<file path="src/fetch_consts.svh">
`ifndef FETCH_CONSTS_SVH
`define FETCH_CONSTS_SVH

// byte address and line geometry
`define FETCH_ADDR_BITS     32
`define FETCH_OFFSET_BITS   4       // 16 bytes per line
`define FETCH_FIP_BITS      28      // byte address bits 31 to 4
`define FETCH_LINE_BITS     128

// bank geometry
`define FETCH_NUM_BANKS     2       // even and odd lines
`define FETCH_SET_BITS      3
`define FETCH_NUM_SETS      (1 << `FETCH_SET_BITS)

// fip bit 0 picks the bank and the set index sits right above it
`define FETCH_TAG_BITS      (`FETCH_FIP_BITS - `FETCH_SET_BITS - 1)

`endif

</file>
<file path="src/fetch_pkg.sv">
`include "fetch_consts.svh"

package fetch_pkg;

    typedef logic [`FETCH_ADDR_BITS-1:0] addr_t;     // byte address
    typedef logic [`FETCH_FIP_BITS-1:0]  fip_t;      // line address, bit 0 is parity
    typedef logic [`FETCH_LINE_BITS-1:0] line_t;
    typedef logic [`FETCH_TAG_BITS-1:0]  tag_t;
    typedef logic [`FETCH_SET_BITS-1:0]  set_idx_t;

    // control flow target for one bank
    typedef struct packed {
        logic load;
        fip_t target;
    } redirect_t;

    // line written into a bank
    typedef struct packed {
        logic  valid;
        fip_t  fip;
        line_t line;
    } fill_t;

    // what a bank presents for its current fip
    typedef struct packed {
        fip_t  fip;
        logic  hit;
        line_t line;
    } bank_rsp_t;

    //////////////////////////////
    // address slicing

    function automatic fip_t addr_to_fip(addr_t addr);
        return addr[`FETCH_ADDR_BITS-1:`FETCH_OFFSET_BITS];
    endfunction

    function automatic set_idx_t fip_set(fip_t fip);
        return fip[`FETCH_SET_BITS:1];
    endfunction

    function automatic tag_t fip_tag(fip_t fip);
        return fip[`FETCH_FIP_BITS-1:`FETCH_SET_BITS+1];
    endfunction

endpackage

</file>
<file path="src/cf_arbiter.sv">
`include "fetch_consts.svh"

module cf_arbiter import fetch_pkg::*; (
    input  logic                             init_i,
    input  logic                             resteer_i,
    input  logic                             branch_i,
    input  addr_t                            init_addr_i,
    input  addr_t                            resteer_addr_i,
    input  addr_t                            branch_addr_i,
    input  logic                             next_i,
    input  fill_t                            fill_i,
    output redirect_t [`FETCH_NUM_BANKS-1:0] redir_o,
    output logic                             advance_o,
    output logic      [`FETCH_NUM_BANKS-1:0] fill_valid_o,
    output fill_t                            fill_o
);

    logic  is_cf;       // any control flow strobe this cycle
    addr_t cf_addr;     // winning byte address
    fip_t  line_l;      // winning line
    fip_t  line_l_p1;   // its neighbour in address order

    //////////////////////////////
    // priority select

    assign is_cf = init_i | resteer_i | branch_i;

    always_comb begin
        if (init_i) begin
            cf_addr = init_addr_i;
        end else if (resteer_i) begin
            cf_addr = resteer_addr_i;
        end else begin
            cf_addr = branch_addr_i;    // don't care unless branch_i is up
        end
    end

    assign line_l    = addr_to_fip(cf_addr);
    assign line_l_p1 = line_l + fip_t'(1);   // wraps at the top line

    //////////////////////////////
    // split into even and odd targets

    // the bank matching the parity of L takes L, the other one takes L + 1
    for (genvar b = 0; b < `FETCH_NUM_BANKS; b++) begin : g_place
        assign redir_o[b].load   = is_cf;
        assign redir_o[b].target = (line_l[0] == 1'(b)) ? line_l : line_l_p1;

        // fill goes to the bank of the same parity
        assign fill_valid_o[b] = fill_i.valid && (fill_i.fip[0] == 1'(b));
    end

    // a redirect always wins over a sequential step
    assign advance_o = next_i && !is_cf;

    // payload is shared by both banks
    assign fill_o = fill_i;

endmodule

</file>
<file path="src/fetch_bank.sv">
`include "fetch_consts.svh"

module fetch_bank import fetch_pkg::*; #(
    parameter int PARITY = 0
) (
    input  logic      clk_i,
    input  logic      rst_n_i,
    input  redirect_t redir_i,
    input  logic      advance_i,
    input  logic      fill_valid_i,
    input  fill_t     fill_i,
    output bank_rsp_t rsp_o
);

    fip_t fip_q;                            // current line of this bank

    logic [`FETCH_NUM_SETS-1:0] valid_q;
    tag_t                       tag_q  [`FETCH_NUM_SETS];
    line_t                      data_q [`FETCH_NUM_SETS];

    logic     wr_en;
    set_idx_t wr_set;
    tag_t     wr_tag;

    set_idx_t rd_set;
    tag_t     rd_tag;

    //////////////////////////////
    // fetch pointer

    // even bank starts at line 0, odd bank at line 1
    always_ff @(posedge clk_i) begin
        if (!rst_n_i) begin
            fip_q <= fip_t'(PARITY);
        end else if (redir_i.load) begin
            fip_q <= redir_i.target;
        end else if (advance_i) begin
            fip_q <= fip_q + fip_t'(2);     // hop over the other bank's line
        end
    end

    //////////////////////////////
    // fill port

    // the arbiter only routes lines of our own parity here
    assign wr_en  = fill_valid_i;
    assign wr_set = fip_set(fill_i.fip);
    assign wr_tag = fip_tag(fill_i.fip);

    always_ff @(posedge clk_i) begin
        if (!rst_n_i) begin
            valid_q <= '0;
        end else if (wr_en) begin
            valid_q[wr_set] <= 1'b1;
        end
    end

    // direct mapped, a new tag simply replaces the old one
    always_ff @(posedge clk_i) begin
        if (wr_en) begin
            tag_q[wr_set]  <= wr_tag;
            data_q[wr_set] <= fill_i.line;
        end
    end

    //////////////////////////////
    // lookup

    // purely combinational off the fip register
    assign rd_set = fip_set(fip_q);
    assign rd_tag = fip_tag(fip_q);

    assign rsp_o.fip  = fip_q;
    assign rsp_o.hit  = valid_q[rd_set] && (tag_q[rd_set] == rd_tag);
    assign rsp_o.line = data_q[rd_set];

endmodule

</file>
<file path="src/line_merge.sv">
`include "fetch_consts.svh"

module line_merge import fetch_pkg::*; (
    input  bank_rsp_t [`FETCH_NUM_BANKS-1:0] rsp_i,
    output fip_t                             fetch_fip_o,
    output line_t                            line_lo_o,
    output line_t                            line_hi_o,
    output logic                             fetch_valid_o,
    output logic                             miss_o,
    output fip_t                             miss_fip_o
);

    localparam int EVEN = 0;
    localparam int ODD  = 1;

    logic      odd_first;
    logic      both_hit;
    bank_rsp_t first;       // lower line in fetch order
    bank_rsp_t second;

    //////////////////////////////
    // fetch order

    // the two fips are always neighbours
    // odd leads only when it sits right below the even line
    // which also covers the pair across the wrap to line 0
    assign odd_first = ((rsp_i[ODD].fip + fip_t'(1)) == rsp_i[EVEN].fip);

    assign first  = odd_first ? rsp_i[ODD]  : rsp_i[EVEN];
    assign second = odd_first ? rsp_i[EVEN] : rsp_i[ODD];

    assign fetch_fip_o = first.fip;
    assign line_lo_o   = first.line;
    assign line_hi_o   = second.line;

    //////////////////////////////
    // miss summary

    assign both_hit      = first.hit && second.hit;
    assign fetch_valid_o = both_hit;
    assign miss_o        = !both_hit;

    // lowest missing line, falls back to the first line when nothing misses
    assign miss_fip_o = (first.hit && !second.hit) ? second.fip : first.fip;

endmodule

</file>
<file path="src/fetch_top.sv">
`include "fetch_consts.svh"

module fetch_top import fetch_pkg::*; (
    input  logic  clk_i,
    input  logic  rst_n_i,

    // redirect strobes, highest priority first
    input  logic  init_i,
    input  logic  resteer_i,
    input  logic  branch_i,
    input  addr_t init_addr_i,
    input  addr_t resteer_addr_i,
    input  addr_t branch_addr_i,

    input  logic  next_i,           // step both lines forward
    input  fill_t fill_i,

    output fip_t  fetch_fip_o,
    output line_t line_lo_o,
    output line_t line_hi_o,
    output logic  fetch_valid_o,
    output logic  miss_o,
    output fip_t  miss_fip_o
);

    redirect_t [`FETCH_NUM_BANKS-1:0] bank_redir;
    logic                             bank_advance;
    logic      [`FETCH_NUM_BANKS-1:0] bank_fill_valid;
    fill_t                            bank_fill;
    bank_rsp_t [`FETCH_NUM_BANKS-1:0] bank_rsp;

    //////////////////////////////
    // redirect and fill routing

    cf_arbiter i_cf_arbiter (
        .init_i         (init_i),
        .resteer_i      (resteer_i),
        .branch_i       (branch_i),
        .init_addr_i    (init_addr_i),
        .resteer_addr_i (resteer_addr_i),
        .branch_addr_i  (branch_addr_i),
        .next_i         (next_i),
        .fill_i         (fill_i),
        .redir_o        (bank_redir),
        .advance_o      (bank_advance),
        .fill_valid_o   (bank_fill_valid),
        .fill_o         (bank_fill)
    );

    //////////////////////////////
    // even and odd banks

    for (genvar b = 0; b < `FETCH_NUM_BANKS; b++) begin : g_bank
        fetch_bank #(
            .PARITY (b)
        ) i_fetch_bank (
            .clk_i        (clk_i),
            .rst_n_i      (rst_n_i),
            .redir_i      (bank_redir[b]),
            .advance_i    (bank_advance),
            .fill_valid_i (bank_fill_valid[b]),
            .fill_i       (bank_fill),
            .rsp_o        (bank_rsp[b])
        );
    end

    // put the pair in fetch order
    line_merge i_line_merge (
        .rsp_i         (bank_rsp),
        .fetch_fip_o   (fetch_fip_o),
        .line_lo_o     (line_lo_o),
        .line_hi_o     (line_hi_o),
        .fetch_valid_o (fetch_valid_o),
        .miss_o        (miss_o),
        .miss_fip_o    (miss_fip_o)
    );

endmodule

</file>
<file path="config.mk">
export PLATFORM = sky130hd
export DESIGN_NAME = fetch_top
export DESIGN_NICKNAME = d
export VERILOG_FILES = /design/src/fetch_pkg.sv /design/src/cf_arbiter.sv /design/src/fetch_bank.sv /design/src/line_merge.sv /design/src/fetch_top.sv
export VERILOG_INCLUDE_DIRS = /design/src
export SDC_FILE = /design/constraint.sdc
export NUM_CORES = 2
export LEC_CHECK = 0
export BUFFER_PORTS_ARGS = -buffer_cell sky130_fd_sc_hd__buf_2
export CAP_MARGIN = 10
export CORE_MARGIN = 4
export CORE_UTILIZATION = 30
export DETAILED_ROUTE_END_ITERATION = 8
export HOLD_SLACK_MARGIN = 0.05
export PLACE_DENSITY = 0.45
export SYNTH_ARGS = -nofsm -noshare
export SYNTH_HDL_FRONTEND = slang
export SYNTH_SLANG_ARGS = --single-unit
</file>
<file path="constraint.sdc">
create_clock -name clk_i -period 12.2 [get_ports clk_i]
set_input_delay 1.22 -clock clk_i [delete_from_list [all_inputs] [get_ports clk_i]]
set_output_delay 1.22 -clock clk_i [all_outputs]
set_load 0.02 [all_outputs]
</file>
Yosys cells after proc, flatten, opt, wreduce, memory -nomap -nowiden
Memories as Yosys holds them, arrays and structs flattened. A register that Yosys moved wholly into a read port is not among the register bits.
Index checks and enable logic that the tools add are counted.
{"block": "totals", "regBits": 72, "latchBits": 0, "ramBits": 2432, "romBits": 0, "input_bits": 259, "out_inout_bits": 314, "word_cells": 65, "n_memories": 4}
{"memory": "g_bank[0].i_fetch_bank.data_q", "words": 8, "width": 128, "read_ports": 1, "rd_clocked_by_memory_dff": 1, "wr": 1, "line_no": "fetch_bank.sv:19", "source": "line_t data_q [`FETCH_NUM_SETS];"}
{"memory": "g_bank[1].i_fetch_bank.data_q", "words": 8, "width": 128, "read_ports": 1, "rd_clocked_by_memory_dff": 1, "wr": 1, "line_no": "fetch_bank.sv:19"}
{"memory": "g_bank[0].i_fetch_bank.tag_q", "words": 8, "width": 24, "read_ports": 1, "rd_clocked_by_memory_dff": 1, "wr": 1, "line_no": "fetch_bank.sv:18", "source": "tag_t tag_q [`FETCH_NUM_SETS];"}
{"memory": "g_bank[1].i_fetch_bank.tag_q", "words": 8, "width": 24, "read_ports": 1, "rd_clocked_by_memory_dff": 1, "wr": 1, "line_no": "fetch_bank.sv:18"}
{"block": "classes", "n_addsub": 4, "mul": 0, "div": 0, "order_cmp": 4, "eq_ne": 3, "shift": 0, "n_mux": 29, "n_bitwise": 5, "reduce_logical": 12}
{"cell": "157-bit two-way mux", "count": 2}
{"cell": "28-bit two-way mux", "count": 7}
{"cell": "32-bit two-way mux", "count": 2}
{"cell": "28-bit by 1-bit adder with 28-bit output (second input constant)", "count": 2}
{"cell": "28-bit by 2-bit adder with 28-bit output (second input constant)", "count": 2}
{"cell": "24-bit == test", "count": 2}
{"cell": "28-bit == test", "count": 1}
{"cell": "3-bit two-way mux", "count": 8}
{"cell": "8-bit OR", "count": 2}
{"cell": "3-bit by 4-bit less-than comparator with 1-bit output (second input constant)", "count": 3}
{"cell": "1-bit logical AND", "count": 8}
{"cell": "1-bit two-way mux", "count": 7}
{"cell": "1-bit binary-select mux with 3-bit select", "count": 2}
{"cell": "1-bit demux with 3-bit select", "count": 1}
{"cell": "3-bit by 1-bit >= comparator with 1-bit output (second input constant)", "count": 1}
{"cell": "1-bit zero test", "count": 3}
{"cell": "1-bit OR", "count": 2}
{"cell": "2-bit nonzero test", "count": 1}
{"cell": "1-bit NOT", "count": 1}

Longest topological paths before layout
{"block": "logic_depth", "word_depth": 8, "ltp_mapped": 14, "mapped_depth_nobuf": 10}

Cells and area by module
A second synthesis with hierarchy kept.
{"block": "unflattened", "cells_unflattened": 5015, "area_unflattened_um2": 102903.7}
{"module": "fetch_bank at g_bank[0].i_fetch_bank", "n_inst": 1, "cells_each": 2050, "area_each_um2": 47672.0, "seq_area_each_um2": 37295.8}
{"module": "fetch_bank at g_bank[1].i_fetch_bank", "n_inst": 1, "cells_each": 2050, "area_each_um2": 47669.5, "seq_area_each_um2": 37295.8}
{"module": "line_merge", "n_inst": 1, "cells_each": 546, "area_each_um2": 4753.3, "seq_area_each_um2": 0.0}
{"module": "cf_arbiter", "n_inst": 1, "cells_each": 369, "area_each_um2": 2808.9, "seq_area_each_um2": 0.0}

Worst setup path after synthesis
No wires, ideal clock.
{"block": "synth_path", "path_kind": "input to register", "startpoint": "in fill_i[130] (netlist bit)", "endpoint": "mem g_bank[0].i_fetch_bank.data_q[0][0] (netlist bit) (enable)", "setup_ps": 854, "arrival_time_ps": 12032, "t_required_ps": 11346, "slack_ps": -686, "path_stages": 2, "n_path_buf": 0, "cell_sequence": "or3b_2 > nor3_1"}
{"item": "from (decl)", "line_no": "fetch_top.sv:16", "source": "input fill_t fill_i,"}
{"item": "to (decl)", "line_no": "fetch_bank.sv:19"}
Straight into the memory's write port.

==> impl_results.md <==
- Status: complete, but fails checks
- Failing checks: slew limit
- Drt via density: 4.94
- Hold crit path type: reg -> reg
- Die footprint: 345000 µm²
- Post-synth ARST share: 0
- Count of pins over their slew limit: 96
- CTS tree: done
- WP data required: 10.98 ns
- Most frequent cells in the layout: edfxtp_1, mux4_2, buf_2, mux2i_1, clkbuf_16
- Post-Route WL: 283 mm
- DR DRC count: 0
- Postcts setup bufs: 0
- Relative slew slack: -0.182
- Syn Nets: 5123
- Largest family of logic cells by synthesized area: multiplexers
- Global routing usage on met2: 0.261
- Commonest non-fill, non-tap cell in the layout: edfxtp_1
- Worst hold margin: 0.462 ns
- Sequential share of the synthesized area: 0.740
- Worst-path clk slew: 0.06 ns
- Post-Layout Inst Area: 118000 µm²
- Fin Clk Skew: 0.0398 ns
- Die Ht: 588 µm
- Via count: 50100
- Synth Area in Adders: 0.000832
- Most common flop cell mapped by yosys: edfxtp_1
- FILL cells: 31100
- Yosys cell types: 69
- Kind of critical path: reg -> out
- Final Hold Fails: 0
- Met1 usage in global routing: 0.226
- Vias in the first global route: 52500
- Post-synth EDFFs: 2432
- Compound-Gate Fraction of Synth Area: 0.0110
- Post_cts resized: 0
- Largest net degree at the start of global routing: 137
- Share of cells above drive strength 1: 0.311
- Max Cap Violations: 0
- Global Route met3 Usage: 0.0294
- Final nets: 5784
- Wire length per cell: 27.9 µm
- Final GP Congestion: 0.886
- Final ANT Viol Nets: 0
- Pwr Density: 170 nW/µm²
- First-pass GRT wire length: 403 mm
- Setup-failing EPs final: 0
- Starting Density: 0.302
- Pleak: 37.3 nW
- I/O pin count: 573
- Fin crit share: 0.624
- Die width: 588 µm
- Clock Sinks: 2509
- Pre-Repair DR Iteration Count: 7
- Finished Core Util: 0.354
- Arr. time, crit path: 6.39 ns
- Std-Cell Rows: 212
- Synth Area in Simple Gates: 0.0215
- Core area: 334000 µm²
- Clk root buf: clkbuf_16
- Total CTS buffers: 287
- RSZ-0062 raised after global routing: false
- TNS Setup: 0 ns
- Worst-Skew Late Latency: 0.89 ns
- Initial antenna violation count: 71
- Max rail drop VDD: 101 µV
- Worst slew pin tran: 1.77 ns
- Final min period: 7.61 ns
- Area growth syn-to-layout: 17.2%
- GRT Max-Usage Layer: met2
- H-tree depth: 5
- Flops & latches, synth: 2509
- Synth Cell Area: 101000 µm²
- Post-synthesis mux area share: 0.198
- Synth Area in XOR/XNOR: 0.0144
- IO Port Bufs: 560
- Placement Cell Area: 109000 µm²
- Synth Warn #: 0
- Highest clock rate: 0.131 GHz
- Syn Inst Count: 4859
- GRT Overall Usage: 0.161
- Initial drt markers: 3876
- Crit path max fanout: 44
- Total gr overflow: 0
- Hold Buf Count CTS: 0
- Post-Syn Area per Cell: 20.7 µm²
- Post-detail-place hpwl: 161 mm
- Startpoint Class: flop
- Clock buffer depth: 4
- Crit. End Element: output pin
where the power goes:
group	internal, W	switching, W
clock	0.00481	0.00352
sequential	0.00964	0.000122
combinational	0.000785	0.00124
cells in the mapped netlist (16+ instances only):
cell / n / area share
xnor2_1: 82 / 0.0071
clkbuf_1: 163 / 0.0061
mux2_2: 76 / 0.0085
mux2i_1: 522 / 0.052
nand3_1: 33 / 0.0016
dfxtp_1: 77 / 0.015
nor2_1: 155 / 0.0058
a211oi_1: 33 / 0.0025
buf_2: 36 / 0.0018
and3_1: 19 / 0.0012
mux4_2: 604 / 0.13
nor4_1: 16 / 0.00099
inv_1: 55 / 0.0020
mux2_4: 20 / 0.0030
edfxtp_1: 2432 / 0.72
buf_1: 84 / 0.0031
a21oi_1: 72 / 0.0036
o21ai_0: 34 / 0.0017
nand4_1: 27 / 0.0017
nor3_1: 28 / 0.0014
xor2_1: 84 / 0.0073
nand2_1: 72 / 0.0027
cell families (layout without fill, tap and decap cells):
logic type,Yosys count,after routing
simple gates,430,430
compound gates,179,179
mux,1222,1222
xor+xnor,166,166
buf+inv,346,1226
fa+ha+maj,7,7
other cells,0,18
flops,2509,2509
worst paths after layout:
kind                                           from                                end  slack [ns]  depth (start not counted)
setup / recovery                               flop                      miss_fip_o[2]        4.59                         10
hold / removal    g_bank[0].i_fetch_bank.valid_q[3]  g_bank[0].i_fetch_bank.valid_q[3]        0.46                          2
setup reg to reg    g_bank[1].i_fetch_bank.fip_q[1]   g_bank[1].i_fetch_bank.fip_q[25]        9.32                          8
hold reg to reg   g_bank[0].i_fetch_bank.valid_q[3]  g_bank[0].i_fetch_bank.valid_q[3]        0.46                          2
metrics by stage:
stage,power (W),setup WS (ns),cells
6_report,0.0201,4.59,10100
5_1_grt,0.0209,4.17,10100
4_1_cts,0.0204,4.32,10100
3_5_place_dp,0.0120,5.32,9618
3_3_place_gp,0.0120,5.30,9618
2_1_floorplan,0.0112,3.42,4859
state kept, by name (all words and copies together), names as in the netlist, named ones only:
name,flops
g_bank.i_fetch_bank.valid_q,16
g_bank.i_fetch_bank.tag_q,384
g_bank.i_fetch_bank.data_q,2048
g_bank.i_fetch_bank.fip_q,55
worst max-delay path, cell delays in order, from the launching register on:
cell     delay, ns
dfxtp_4       0.87
buf_4         0.65
buf_4         0.72
mux4_2        0.42
mux2i_1       0.48
xor2_1        0.25
nor4b_1       0.25
and4_1        0.32
maj3_2        0.86
mux2_2        0.45
buf_2         0.17
layer usage:
layer / up-vias / wire (µm)
met5: - / 252
met4: 38 / 5680
met3: 407 / 14600
met2: 1243 / 134000
met1: 27000 / 129000
li1: 21400 / -
layout make-up:
| class | count | area [µm²] | share of cell area |
|---|---|---|---|
| flip-flops and latches | 2509 | 74600 | 0.631 |
| multi-input cells | 2004 | 24900 | 0.211 |
| clock buffers | 355 | 7570 | 0.0641 |
| well taps | 4387 | 5490 | 0.0465 |
| repair buffers | 662 | 3780 | 0.0320 |
| clock inverters | 153 | 1500 | 0.0127 |
| inverters | 56 | 210 | 0.00178 |
| diodes | 18 | 45.0 | 0.000381 |
(Power assumes the default switching activity.)
